`config.mk`:
```
export PLATFORM = sky130hd
export DESIGN_NAME = control_unit
export DESIGN_NICKNAME = d
export VERILOG_FILES = /design/src/source/arm_ctrl_pkg.sv /design/src/source/control_unit.sv /design/src/source/cond_logic.sv /design/src/source/alu_decoder.sv /design/src/source/main_decoder.sv
export SDC_FILE = /design/constraint.sdc
export NUM_CORES = 1
export LEC_CHECK = 0
export BUFFER_PORTS_ARGS = -buffer_cell sky130_fd_sc_hd__buf_4
export CORE_ASPECT_RATIO = 0.8
export CORE_UTILIZATION = 36
export CTS_CLUSTER_DIAMETER = 40
export DETAILED_ROUTE_END_ITERATION = 10
export PLACE_DENSITY_LB_ADDON = 0.1
export SYNTH_ARGS = -nofsm -noshare
export SYNTH_HDL_FRONTEND = slang
export SYNTH_SLANG_ARGS = --single-unit
```
`constraint.sdc`:
```
create_clock -name clk -period 2.5 [get_ports clk]
set_input_delay 0.375 -clock clk [delete_from_list [all_inputs] [get_ports clk]]
set_output_delay 0.375 -clock clk [all_outputs]
set_load 0.01 [all_outputs]
```
`src/source/arm_ctrl_pkg.sv`:
```
////////////////////////////////////////////////////////////////////////////
// shared types and codes for the single-cycle ARM control unit
// subset only: data processing (AND SUB ADD ORR CMP MOV), LDR/STR and B
// no shifts, no BL link, op 11 is treated as a no-op
////////////////////////////////////////////////////////////////////////////
package arm_ctrl_pkg;

    ////////////////////////////////////////////////////////////////////////
    // instruction fields
    ////////////////////////////////////////////////////////////////////////
    typedef logic [31:0] instr_t;       // whole instruction word
    typedef logic [3:0]  cond_t;        // bits 31:28
    typedef logic [1:0]  op_t;          // bits 27:26
    typedef logic [5:0]  funct_t;       // bits 25:20 -> {I, cmd[3:0], S}
    typedef logic [3:0]  reg_addr_t;    // register number, rd sits at 15:12

    // datapath select widths
    typedef logic [1:0]  alu_control_t; // 00 add, 01 sub, 10 and, 11 orr
    typedef logic [1:0]  flag_w_t;      // [1] updates n,z  [0] updates c,v
    typedef logic [1:0]  imm_src_t;     // 00 imm8, 01 imm12, 10 branch imm24

    // alu status flags, same order as the cpsr top nibble
    typedef struct packed {
        logic n;
        logic z;
        logic c;
        logic v;
    } nzcv_t;

    ////////////////////////////////////////////////////////////////////////
    // control bundles
    ////////////////////////////////////////////////////////////////////////
    // raw controls from the main decoder, not yet gated by cond
    typedef struct packed {
        logic       pc_s;
        logic       reg_w;
        logic       mem_w;
        logic       mem_to_reg;
        logic       alu_src;    // 1 selects extended immediate as alu b
        imm_src_t   imm_src;
        logic [1:0] reg_src;    // [1] rd as 2nd read port, [0] r15 as 1st
    } dec_ctrl_t;

    // alu decoder result
    typedef struct packed {
        alu_control_t alu_control;
        flag_w_t      flag_w;
        logic         no_write;  // compare only, result is dropped
        logic         alu_src_a; // mov path, a operand forced
    } alu_dec_t;

    // everything the datapath sees
    typedef struct packed {
        logic         pc_src;
        logic         reg_write;
        logic         mem_write;
        logic         mem_to_reg;
        logic         alu_src;
        imm_src_t     imm_src;
        logic [1:0]   reg_src;
        alu_control_t alu_control;
        logic         alu_src_a;
    } ctrl_out_t;

    ////////////////////////////////////////////////////////////////////////
    // encodings
    ////////////////////////////////////////////////////////////////////////
    localparam op_t OP_DP  = 2'b00;     // data processing
    localparam op_t OP_MEM = 2'b01;     // ldr / str
    localparam op_t OP_BR  = 2'b10;     // b

    // cmd field, funct[4:1]
    localparam logic [3:0] CMD_AND = 4'b0000;
    localparam logic [3:0] CMD_SUB = 4'b0010;
    localparam logic [3:0] CMD_ADD = 4'b0100;
    localparam logic [3:0] CMD_CMP = 4'b1010;
    localparam logic [3:0] CMD_ORR = 4'b1100;
    localparam logic [3:0] CMD_MOV = 4'b1101;

    // condition field, 4'b1111 left out on purpose (never executes here)
    localparam cond_t COND_EQ = 4'b0000;
    localparam cond_t COND_NE = 4'b0001;
    localparam cond_t COND_CS = 4'b0010;
    localparam cond_t COND_CC = 4'b0011;
    localparam cond_t COND_MI = 4'b0100;
    localparam cond_t COND_PL = 4'b0101;
    localparam cond_t COND_VS = 4'b0110;
    localparam cond_t COND_VC = 4'b0111;
    localparam cond_t COND_HI = 4'b1000;
    localparam cond_t COND_LS = 4'b1001;
    localparam cond_t COND_GE = 4'b1010;
    localparam cond_t COND_LT = 4'b1011;
    localparam cond_t COND_GT = 4'b1100;
    localparam cond_t COND_LE = 4'b1101;
    localparam cond_t COND_AL = 4'b1110;

    localparam reg_addr_t PC_REG = 4'd15;   // writes here redirect the pc

endpackage
```
`src/source/control_unit.sv`:
```
////////////////////////////////////////////////////////////////////////////
// control unit top, single-cycle ARM subset
// all ctrl outputs are combinational from instr and the stored flags
// the one register is the nzcv copy inside the condition unit
////////////////////////////////////////////////////////////////////////////
`timescale 1ns/100ps

module control_unit
    import arm_ctrl_pkg::*;
(
    input  logic      clk,
    input  logic      arst_n,
    input  instr_t    instr,
    input  nzcv_t     alu_flags,
    output ctrl_out_t ctrl
);

    // instruction fields
    cond_t     cond;
    op_t       op;
    funct_t    funct;
    reg_addr_t rd;

    // decoder results
    dec_ctrl_t dec_ctrl;
    alu_dec_t  alu_dec;
    logic      alu_op;

    // gated strobes
    logic      pc_src;
    logic      reg_write;
    logic      mem_write;

    assign cond  = instr[31:28];
    assign op    = instr[27:26];
    assign funct = instr[25:20];
    assign rd    = instr[15:12];

    ////////////////////////////////////////////////////////////////////////
    // decoders
    ////////////////////////////////////////////////////////////////////////
    main_decoder u_main_decoder (
        .op     (op),
        .funct  (funct),
        .rd     (rd),
        .dec    (dec_ctrl),
        .alu_op (alu_op)
    );

    alu_decoder u_alu_decoder (
        .funct  (funct[4:0]),   // I bit not needed here
        .alu_op (alu_op),
        .dec    (alu_dec)
    );

    ////////////////////////////////////////////////////////////////////////
    // condition unit
    ////////////////////////////////////////////////////////////////////////
    cond_logic u_cond_logic (
        .clk       (clk),
        .arst_n    (arst_n),
        .cond      (cond),
        .alu_flags (alu_flags),
        .flag_w    (alu_dec.flag_w),
        .pc_s      (dec_ctrl.pc_s),
        .reg_w     (dec_ctrl.reg_w),
        .mem_w     (dec_ctrl.mem_w),
        .no_write  (alu_dec.no_write),
        .pc_src    (pc_src),
        .reg_write (reg_write),
        .mem_write (mem_write)
    );

    // pack for the datapath, field order as in ctrl_out_t
    assign ctrl = '{
        pc_src      : pc_src,
        reg_write   : reg_write,
        mem_write   : mem_write,
        mem_to_reg  : dec_ctrl.mem_to_reg,
        alu_src     : dec_ctrl.alu_src,
        imm_src     : dec_ctrl.imm_src,
        reg_src     : dec_ctrl.reg_src,
        alu_control : alu_dec.alu_control,
        alu_src_a   : alu_dec.alu_src_a
    };

endmodule

```
`src/source/cond_logic.sv`:
```
////////////////////////////////////////////////////////////////////////////
// condition unit, stored nzcv plus cond field check
// condition is judged on the stored flags, new flags show up next edge
// flags clear to 0000 on arst_n, cond 1111 never executes
////////////////////////////////////////////////////////////////////////////
`timescale 1ns/100ps

module cond_logic
    import arm_ctrl_pkg::*;
(
    input  logic    clk,
    input  logic    arst_n,
    input  cond_t   cond,
    input  nzcv_t   alu_flags,  // live from the alu
    input  flag_w_t flag_w,
    input  logic    pc_s,
    input  logic    reg_w,
    input  logic    mem_w,
    input  logic    no_write,
    output logic    pc_src,
    output logic    reg_write,
    output logic    mem_write
);

    nzcv_t flags;   // stored status
    logic  cond_ex; // instruction allowed to take effect
    logic  n_eq_v;  // signed compare helper

    assign n_eq_v = (flags.n == flags.v);

    ////////////////////////////////////////////////////////////////////////
    // condition check
    ////////////////////////////////////////////////////////////////////////
    always_comb begin
        case (cond)
            COND_EQ: cond_ex = flags.z;
            COND_NE: cond_ex = ~flags.z;
            COND_CS: cond_ex = flags.c;                 // unsigned >=
            COND_CC: cond_ex = ~flags.c;
            COND_MI: cond_ex = flags.n;
            COND_PL: cond_ex = ~flags.n;
            COND_VS: cond_ex = flags.v;
            COND_VC: cond_ex = ~flags.v;
            COND_HI: cond_ex = flags.c & ~flags.z;      // unsigned >
            COND_LS: cond_ex = ~flags.c | flags.z;
            COND_GE: cond_ex = n_eq_v;                  // signed >=
            COND_LT: cond_ex = ~n_eq_v;
            COND_GT: cond_ex = ~flags.z & n_eq_v;       // signed >
            COND_LE: cond_ex = flags.z | ~n_eq_v;
            COND_AL: cond_ex = 1'b1;
            default: cond_ex = 1'b0;                    // 1111, unused space
        endcase
    end

    ////////////////////////////////////////////////////////////////////////
    // gated strobes
    ////////////////////////////////////////////////////////////////////////
    assign reg_write = reg_w & cond_ex & ~no_write;     // cmp never writes rd
    assign mem_write = mem_w & cond_ex;
    assign pc_src    = pc_s & cond_ex;

    ////////////////////////////////////////////////////////////////////////
    // flag register
    ////////////////////////////////////////////////////////////////////////
    // two halves with their own enables, logic ops leave c,v alone
    always_ff @(posedge clk or negedge arst_n) begin
        if (!arst_n) begin
            flags <= '0;
        end else if (cond_ex) begin
            if (flag_w[1]) begin
                flags.n <= alu_flags.n;
                flags.z <= alu_flags.z;
            end
            if (flag_w[0]) begin
                flags.c <= alu_flags.c;
                flags.v <= alu_flags.v;
            end
        end
    end

    // an unknown flag would poison every later conditional instruction
    a_flags_known: assert property (
        @(posedge clk) disable iff (!arst_n) !$isunknown(flags)
    ) else $error("cond_logic: stored flags unknown (%b)", flags);

endmodule

```
`src/source/alu_decoder.sv`:
```
////////////////////////////////////////////////////////////////////////////
// alu decoder, cmd and S to alu select and flag write enables
// only active for data processing (alu_op high)
// CMP always sets all flags and never writes back, whatever S says
// unlisted commands give all zeros
////////////////////////////////////////////////////////////////////////////
`timescale 1ns/100ps

module alu_decoder
    import arm_ctrl_pkg::*;
(
    input  logic [4:0] funct,   // {cmd, S}
    input  logic       alu_op,
    output alu_dec_t   dec
);

    logic [3:0] cmd;
    logic       s_bit;

    assign cmd   = funct[4:1];
    assign s_bit = funct[0];

    // cmd  | ctrl | flag_w S=0 / S=1 | extra
    // ADD  |  00  |   00 / 11        |
    // SUB  |  01  |   00 / 11        |
    // AND  |  10  |   00 / 10        | logic ops touch n,z only
    // ORR  |  11  |   00 / 10        |
    // CMP  |  01  |   11              | no_write
    // MOV  |  00  |   00 / 11        | alu_src_a
    always_comb begin
        dec = '0;

        if (alu_op) begin
            case (cmd)
                CMD_ADD: begin
                    dec.alu_control = 2'b00;
                    dec.flag_w      = {s_bit, s_bit};
                end
                CMD_SUB: begin
                    dec.alu_control = 2'b01;
                    dec.flag_w      = {s_bit, s_bit};
                end
                CMD_AND: begin
                    dec.alu_control = 2'b10;
                    dec.flag_w      = {s_bit, 1'b0};    // c,v untouched
                end
                CMD_ORR: begin
                    dec.alu_control = 2'b11;
                    dec.flag_w      = {s_bit, 1'b0};
                end
                CMD_CMP: begin
                    dec.alu_control = 2'b01;            // subtract, drop result
                    dec.flag_w      = 2'b11;
                    dec.no_write    = 1'b1;
                end
                CMD_MOV: begin
                    dec.alu_control = 2'b00;            // add with a forced
                    dec.flag_w      = {s_bit, s_bit};
                    dec.alu_src_a   = 1'b1;
                end
                default: begin
                    // outside the subset, stays zero
                end
            endcase
        end

        // a compare is pointless unless it lands in all four flags
        assert (!dec.no_write || (dec.flag_w == 2'b11))
            else $error("alu_decoder: no_write without full flag update, cmd=%b", cmd);
    end

endmodule

```
`src/source/main_decoder.sv`:
```
////////////////////////////////////////////////////////////////////////////
// main decoder, op/funct/rd to raw datapath controls
// outputs are ungated, the condition unit masks the write strobes
// op 11 decodes to all zeros
////////////////////////////////////////////////////////////////////////////
`timescale 1ns/100ps

module main_decoder
    import arm_ctrl_pkg::*;
(
    input  op_t       op,
    input  funct_t    funct,
    input  reg_addr_t rd,
    output dec_ctrl_t dec,
    output logic      alu_op
);

    logic is_imm;   // I bit
    logic is_load;  // L bit, shares position with S
    logic is_br;

    assign is_imm  = funct[5];
    assign is_load = funct[0];
    assign is_br   = (op == OP_BR);

    ////////////////////////////////////////////////////////////////////////
    // field decode
    ////////////////////////////////////////////////////////////////////////
    always_comb begin
        // defaults cover op 11 and keep every field driven
        dec    = '0;
        alu_op = 1'b0;

        case (op)
            OP_DP: begin
                dec.reg_w   = 1'b1;
                dec.alu_src = is_imm;       // reg or imm8 rotated
                dec.imm_src = 2'b00;
                alu_op      = 1'b1;         // alu decoder takes over
            end
            OP_MEM: begin
                dec.alu_src = 1'b1;         // base + imm12
                dec.imm_src = 2'b01;
                if (is_load) begin
                    dec.mem_to_reg = 1'b1;  // result from memory
                    dec.reg_w      = 1'b1;
                end else begin
                    dec.mem_w      = 1'b1;
                    dec.reg_src[1] = 1'b1;  // rd read as store data
                end
            end
            OP_BR: begin
                dec.alu_src    = 1'b1;      // pc+8 + imm24<<2
                dec.imm_src    = 2'b10;
                dec.reg_src[0] = 1'b1;      // r15 on port a
            end
            default: begin
                // op 11, nothing happens
            end
        endcase

        // pc written by a branch or by any register write to r15
        dec.pc_s = is_br | (dec.reg_w & (rd == PC_REG));

        // load and store share one op, they must stay exclusive
        assert (!(dec.reg_w && dec.mem_w))
            else $error("main_decoder: reg_w and mem_w both set, op=%b funct=%b",
                        op, funct);
    end

endmodule

```
# --- Word level (Yosys, flattened, before mapping) ---
# Cells that the tools add are included.
word_totals:
  word_cells: 62
  output_inout_bits: 12
  regBits: 4
  inputBits: 38
op_classes:
  n_mux: 13
  eq_ne: 23
  bitwise: 16
  reduce_logical: 6
op_table:
  columns: ["operator", "n"]
  rows:
  - ["4-bit equality test, second input constant", 11]
  - ["4-bit by 3-bit equality test with 1-bit output, second input constant", 5]
  - ["4-bit one-hot mux with 5 select lines", 1]
  - ["1-bit one-hot mux with 15 select lines", 1]
  - ["4-bit by 2-bit equality test with 1-bit output, second input constant", 3]
  - ["3-bit one-hot mux with 3 select lines", 1]
  - ["4-bit zero test", 2]
  - ["1-bit AND", 7]
  - ["1-bit 2-to-1 mux", 7]
  - ["6-bit 2-to-1 mux", 1]
  - ["1-bit inverter", 6]
  - ["4-bit by 1-bit equality test with 1-bit output, second input constant", 1]
  - ["2-bit AND reduction", 2]
  - ["1-bit OR", 3]
  - ["2-bit by 1-bit equality test with 1-bit output, second input constant", 1]
  - ["2-bit equality test, second input constant", 1]
  - ["2-bit zero test", 1]
  - ["2-bit 2-to-1 mux", 1]
  - ["1-bit one-hot mux with 2 select lines", 1]
  - ["2-bit OR reduction", 1]
  - ["1-bit equality test", 1]

# --- Longest topological paths before layout ---
# Gate-level depths: netlist of the first run.
logic_depth:
  word_depth: 6
  depth_mapped: 7
  depth_no_buf: 6

# --- Modules after synthesis ---
# Synthesis of the first run repeated with hierarchy kept, for this count alone.
hier_totals:
  hier_cells: 83
  area_unflattened_um2: 698.2
by_module_without_submodules:
  columns: ["module", "cells_each", "n_inst", "area_each_um2", "seq_area_each_um2"]
  rows:
  - ["cond_logic", 42, 1, 405.4, 100.1]
  - ["main_decoder", 17, 1, 141.4, 0.0]
  - ["alu_decoder", 21, 1, 128.9, 0.0]
  - ["control_unit", 3, 1, 22.5, 0.0]

# --- Least setup slack after synthesis of the first run ---
# No wires, ideal clock.
synth_path:
  path_type: "reg2out"
  from: "reg u_cond_logic.flags[3] in the netlist's numbering"
  to: "out ctrl[10] in the netlist's numbering"
  arrival_time_ps: 1405
  setup_slack_ps: 720
  stages_incl_launch_ff: 7
  cell_sequence: "dfrtp_1 > xor2_1 > and4_1 > o31ai_2 > nand3_1 > and2_1 > buf_4"
synth_via:
  elab_chain_cells: 6
  elab_cells_between_ends: 8
synth_rtl:
  columns: ["item", "line", "rtl"]
  rows:
  - ["start: declaration", "cond_logic.sv:25", "nzcv_t flags;"]
  - ["1-bit equality test", "cond_logic.sv:29", "assign n_eq_v = (flags.n == flags.v);"]
  - ["1-bit inverter", "cond_logic.sv:47, cond_logic.sv:49", null]
  - ["1-bit OR", "cond_logic.sv:49", "COND_LE: cond_ex = flags.z | ~n_eq_v;"]
  - ["1-bit one-hot mux with 15 select lines *", "cond_logic.sv:35", "case (cond)"]
  - ["1-bit AND * (2 in a row)", "cond_logic.sv:58", "assign reg_write = reg_w & cond_ex & ~no_write;"]
  - ["end: declaration", "control_unit.sv:15", "output ctrl_out_t ctrl"]
# Mark *: on every way between the ends. The rest lies on a longest branch, timed or not.

==> run_results.csv, run 1 <==
group,metric,value,unit
finish,largest_reg_flops,4,
synth,yosys-top-cells-area,"dfrtp_1, ha_1, mux2_1",
placed_design,port_buffers,33,
power_and_ir_drop,combPwrFrac,0.488,
clocking,cts_buffer_depth,2,
clocking,cts_num_sinks,4,
finish,antenna_cells,0,
power_and_ir_drop,swShare,0.347,
setup_path,end_kind,"output port",
finish,finalNonFillerCells,127,
drt,vias,664,
placed_design,dpl.hpwl,1.23,mm
setup_path,critPathKind,"flop to output port",
finish,nets,151,
placed_design,gp_congestion,0.802,
floorplan,die_y,38.6,um
finish,reg_top3,"u_cond_logic.flags: 4 flops",
synth,synth_area,603,um2
drt,antenna_left,0,
synth,yosys_most_used_dff,"dfrtp_1",
drt,dr.pass1.iters,4,
sta,rsz0062_at_grt,"false",
finish,multi_input_area,430,um2
finish,top_register,"u_cond_logic.flags",
clocking,clk_latency,0.23,ns
synth,syn_inst,76,
grt,grt_usage,0.167,
placed_design,placed_cells,123,
clocking,cts_root_buffer,"clkbuf_4",
sta,setup-tns-final,0,ns
grt,grt_pass1_vias,546,
floorplan,die_area,1840,um2
setup_path,worst_ep_required_time,2.12,ns
sta,finalSetupViolations,0,
floorplan,core_area,1470,um2
floorplan,rows,12,
floorplan,pin_count,50,
finish,area_growth_syn_to_layout,43.2,%
sta,finalHoldViolations,0,
setup_path,critPathLaunchType,"flop",
sta,hold_ws,0.366,ns
finish,drive_gt1_frac,0.349,
synth,synth_enable_flop_cells,0,
setup_path,critPathMaxFanout,4,
sta,period_minus_slack,2.20,ns
drt,routedWlPerCell,11.3,um
drt,totalWireLength,1.44,mm
grt,grt-ovfl-total,0,
power_and_ir_drop,clkPwrFrac,0.205,
clocking,clk_pin_slew,0.03,ns
clocking,cts_max_level,1,
sta,fin_crit_sh,0.879,
grt,antenna_found_initial,0,
finish,mostFrequentLayoutCells,"buf_4, inv_1, nor2_1, ha_1",
power_and_ir_drop,peakVddDrop,365,uV
synth,synth-seq-cells,4,
power_and_ir_drop,power_switching,128,uW
hold_path,holdCritPathClass,"input pin to flop",
drt,avgViaCountPerCell,5.23,
clocking,postCtsResizedCells,0,
synth,yosysWarnings,0,
outcome,status,"finished, final reports clean",
synth,yosys.cell_types.count,33,
power_and_ir_drop,power_density,426,nW/um2
synth,seq_area_frac_synth,0.166,
synth,avgSynthCellArea,7.94,um2
synth,synth_top_area_cell,"dfrtp_1",
power_and_ir_drop,pwr-share-seq,0.307,
job,max_cap_viol_count,0,
setup_path,worstPathArrival,1.82,ns
clocking,cts_inserted_buffers,3,
floorplan,initial_core_util,0.410,
drt,drc_errors,0,
power_and_ir_drop,leakage,0.418,nW
finish,seqCellArea,100,um2
finish,fin_util,0.587,
grt,grt_pass1_wl,2.21,mm
power_and_ir_drop,cellInternalPower,240,uW
power_and_ir_drop,finalPower,368,uW
drt,first_iter_violations,20,
synth,synth_nets,119,
sta,worst_slew_pin_slew,0.460,ns
sta,slew_violations,0,
sta,clock.fmax,0.455,GHz
finish,nFillCells,152,
floorplan,die_w,47.8,um
sta,slew_headroom,0.691,
sta,fin_skew,0.000365,ns
synth,async_flop_share,1.00,
grt,grt_max_degree,9,
clocking,cts_tree,"built",
synth,synthDominantCellAreaShare,0.166,
finish,final_common_cell,"buf_4",
cell usage after synthesis (3+ instances only):
library cell and count:
inv_1 7, buf_4 5, ha_1 5, nor2_1 5, a21oi_1 4, dfrtp_1 4, mux2_1 4, nand2_1 4
and2_1 3
path summary, 6_finish.rpt:
path	start	endpoint	slack [ns]	depth (start not counted)
min in group asynchronous	arst_n	u_cond_logic.flags[0]	0.48	2
max in group asynchronous	arst_n	u_cond_logic.flags[3]	1.92	2
setup reg to reg	u_cond_logic.flags[0]	u_cond_logic.flags[0]	0.51	5
setup / recovery	u_cond_logic.flags[0]	ctrl[9]	0.30	6
hold / removal	alu_flags[2]	u_cond_logic.flags[2]	0.37	2
hold reg to reg	u_cond_logic.flags[1]	u_cond_logic.flags[1]	0.52	1
per-layer routing:
| layer | track usage | vias up | wire [um] |
|---|---|---|---|
| met1 | 0.228 | 315 | 676 |
| li1 | - | 328 | - |
| met5 | 0 | - | 0 |
| met4 | 0.0208 | 0 | 0 |
| met2 | 0.277 | 21 | 696 |
| met3 | 0.0280 | 0 | 63 |
cell families (layout without fill, tap and decap cells):
logic type               Yosys count  count (layout)  synth area share
adder cells (fa/ha/maj)            5               5             0.104
XOR/XNOR                           4               4            0.0581
multiplexers                       6               6             0.108
flip-flops                         4               4             0.166
AO/OA/AOI/OAI                     17              17             0.207
AND/OR/NAND/NOR                   26              26             0.237
buffers and inverters             14              44             0.120
through the flow:
stage	setup WS, ns	area, um2
global route	0.190	863
detailed placement	0.506	831
floorplan	0.720	603
CTS	0.302	863
finish	0.303	863
global placement	0.551	831
power groups by stage:
stage	Clock, mW	Sequential (mW)	Combinational [mW]
3_5_place_dp	0	0.113	0.179
6_report	0.0754	0.113	0.180
4_1_cts	0.0785	0.112	0.181
2_1_floorplan	0	0.106	0.121
5_1_grt	0.0822	0.117	0.197
3_3_place_gp	0	0.112	0.174
critical path, stage by stage (launching register included):
cell and delay [ns]:
dfrtp_1 0.41, xor2_1 0.25, a211oi_1 0.12, o31ai_2 0.33, nand3_1 0.18, and2_1 0.17
buf_4 0.14
cell type report:
| class | count | area share |
|---|---|---|
| Multi-Input combinational cell | 58 | 0.499 |
| Timing Repair Buffer | 34 | 0.299 |
| Sequential cell | 4 | 0.116 |
| Inverter | 7 | 0.0304 |
| Tap cell | 21 | 0.0304 |
| Clock buffer | 3 | 0.0261 |
repair_timing:
item	4_1_cts	5_1_grt
hold buffers	1	0
hold endpoints to repair	4	0
setup buffers	0	0
No activity file was read; power rests on OpenSTA's default activity.
==> run 2, diff against run 1 <==
- PLACE_DENSITY_LB_ADDON: 0.1 -> 0.2
==> run 2 against run 1 <==
  * Die area unchanged
  * Highest routed layer is now met4
  * Routed wire length increased by 11%
  * Count of clock-buffer cells in the layout unchanged
  * Register-to-register slack got worse by 0.05 ns
  * Clock power increased by 4.9%
  * Via count increased by 3.0%
  * First-iteration DRC count increased by 75%
  * Fmax decreased by 4.7%
  * Sequential power about the same
  * Largest cell class unchanged
  * Critical endpoint unchanged
  * Sequential share of layout area unchanged
  * Final cell count unchanged
  * Cell area unchanged
==> run_results.csv, run 2 (synthesis gave the netlist of run 1 again) <==
group,metric,value,unit
floorplan,core_area,1470,um2
grt,grt_pass1_vias,577,
sta,finalHoldViolations,0,
sta,slew_headroom,0.668,
sta,slew_violations,0,
drt,dr.pass1.iters,4,
placed_design,placed_cell_area,831,um2
clocking,postCtsResizedCells,0,
finish,largest_reg_flops,4,
hold_path,hp-start,"alu_flags[3]",
finish,reg_top3,"u_cond_logic.flags: 4 flops",
setup_path,cp_slowest_stage_delay,0.40,ns
setup_path,cp_slowest_cell,"dfrtp_1",
setup_path,worst_ep_required_time,2.12,ns
grt,grt-ovfl-total,0,
drt,drc_errors,0,
sta,rsz0062_at_grt,"false",
setup_path,crit_cells,6,
finish,seqCellArea,100,um2
finish,fin_area,863,um2
grt,grt_max_degree,9,
setup_path,worstPathArrival,1.93,ns
setup_path,r2r_cells,5,
setup_path,end_kind,"output port",
sta,period_minus_slack,2.30,ns
floorplan,rows,12,
placed_design,gp_congestion,0.751,
clocking,cts_root_buffer,"clkbuf_4",
floorplan,die_y,38.6,um
placed_design,port_buffers,33,
setup_path,path_buf_inv,1,
finish,mostFrequentLayoutCells,"buf_4, inv_1, nor2_1, ha_1",
sta,clock.fmax,0.434,GHz
finish,antenna_cells,0,
finish,multi_input_area,430,um2
finish,nets,151,
sta,setup-tns-final,0,ns
power_and_ir_drop,clkPwrFrac,0.211,
drt,first_iter_violations,35,
setup_path,critPathLaunchType,"flop",
drt,antenna_left,0,
finish,drive_gt1_frac,0.349,
hold_path,min_path_cells,2,
drt,avgViaCountPerCell,5.39,
floorplan,die_w,47.8,um
sta,fin_crit_sh,0.922,
power_and_ir_drop,swShare,0.360,
clocking,cts_max_level,1,
floorplan,initial_core_util,0.410,
drt,totalWireLength,1.59,mm
grt,antenna_found_initial,0,
clocking,ctsHoldBuffers,1,
floorplan,die_area,1840,um2
power_and_ir_drop,power_switching,135,uW
power_and_ir_drop,leakage,0.418,nW
setup_path,rrSetupSlack,0.46,ns
sta,finalSetupViolations,0,
setup_path,worstReg2RegStart,"u_cond_logic.flags[3]",
clocking,cts_inserted_buffers,3,
power_and_ir_drop,peakVddDrop,372,uV
sta,fin_skew,0.00177,ns
finish,fin_util,0.587,
power_and_ir_drop,power_density,435,nW/um2
finish,top_register,"u_cond_logic.flags",
hold_path,holdCritPathClass,"input pin to flop",
grt,grt_usage,0.181,
hold_path,min_to,"u_cond_logic.flags[3]",
clocking,cts_tree,"built",
setup_path,path_cells,"xor2_1 > a211oi_1 > o31ai_2 > nand3_1 > and2_1 > buf_4",
clocking,cts_setup_buffers,0,
placed_design,dpl.hpwl,1.29,mm
finish,final_common_cell,"buf_4",
drt,vias,684,
job,max_cap_viol_count,0,
floorplan,pin_count,50,
grt,grt_pass1_wl,2.32,mm
setup_path,reg2reg_to,"u_cond_logic.flags[2]",
outcome,status,"finished, final reports clean",
setup_path,critPathKind,"flop to output port",
clocking,cts_buffer_depth,2,
drt,routedWlPerCell,12.5,um
clocking,clk_pin_slew,0.04,ns
clocking,clk_latency,0.23,ns
power_and_ir_drop,pwr-share-seq,0.297,
power_and_ir_drop,combPwrFrac,0.492,
clocking,cts_num_sinks,4,
setup_path,critical-path-top-delay-family,"compound AO/OA/AOI/OAI gates",
setup_path,critPathMaxFanout,3,
power_and_ir_drop,cellInternalPower,240,uW
sta,worst_slew_pin_slew,0.494,ns
finish,area_growth_syn_to_layout,43.2,%
finish,nFillCells,137,
[run 2: cell counts in the layout (fill, tap and decap cells not counted)]
Identical to the previous run, type by type.
[run 2: power by group through the flow]
stage                     logic (mW)  clock network, mW  registers [mW]
after floorplan                0.121                  0           0.106
after global placement         0.174                  0           0.111
after detailed placement       0.182                  0           0.112
after CTS                      0.184             0.0809           0.111
after global routing           0.200             0.0869           0.115
final                          0.185             0.0791           0.112
[run 2: worst max path at each step]
stage | end | from
after floorplan | ctrl[10] | u_cond_logic.flags[3]
after global placement | u_cond_logic.flags[2] | u_cond_logic.flags[3]
after detailed placement | ctrl[9] | u_cond_logic.flags[3]
after CTS | ctrl[9] | u_cond_logic.flags[3]
after global routing | ctrl[9] | u_cond_logic.flags[3]
final | ctrl[9] | u_cond_logic.flags[3]
[run 2: through the flow]
step                hold slack, ns  total power, mW  setup WS [ns]  std cells
floorplan                   0.0794            0.227          0.720         76
global placement             0.173            0.285          0.539        123
detailed placement           0.173            0.294          0.479        123
CTS                          0.358            0.376          0.222        127
global route                 0.360            0.402          0.119        127
finish                       0.359            0.376          0.195        127
[run 2: metal layers]
| layer | GRT usage | share of wire | vias to the layer above |
|---|---|---|---|
| met1 | 0.210 | 0.40 | 311 |
| met5 | 0 | 0 | - |
| li1 | - | - | 329 |
| met3 | 0.0187 | 0.086 | 2 |
| met4 | 0.0833 | 0.0088 | 0 |
| met2 | 0.328 | 0.51 | 42 |
[run 2: worst reg2reg max path, cell delays in order (launching register included)]
cell and delay [ns]:
dfrtp_1 0.40, xor2_1 0.31, and4_1 0.26, o31ai_2 0.09
a311oi_1 0.49, mux2_1 0.37
[run 2: layout make-up]
class / count / area share
multi-input combinational: 58 / 0.499
timing repair buffer: 34 / 0.299
sequential: 4 / 0.116
inverter: 7 / 0.0304
tap: 21 / 0.0304
clock buffer: 3 / 0.0261
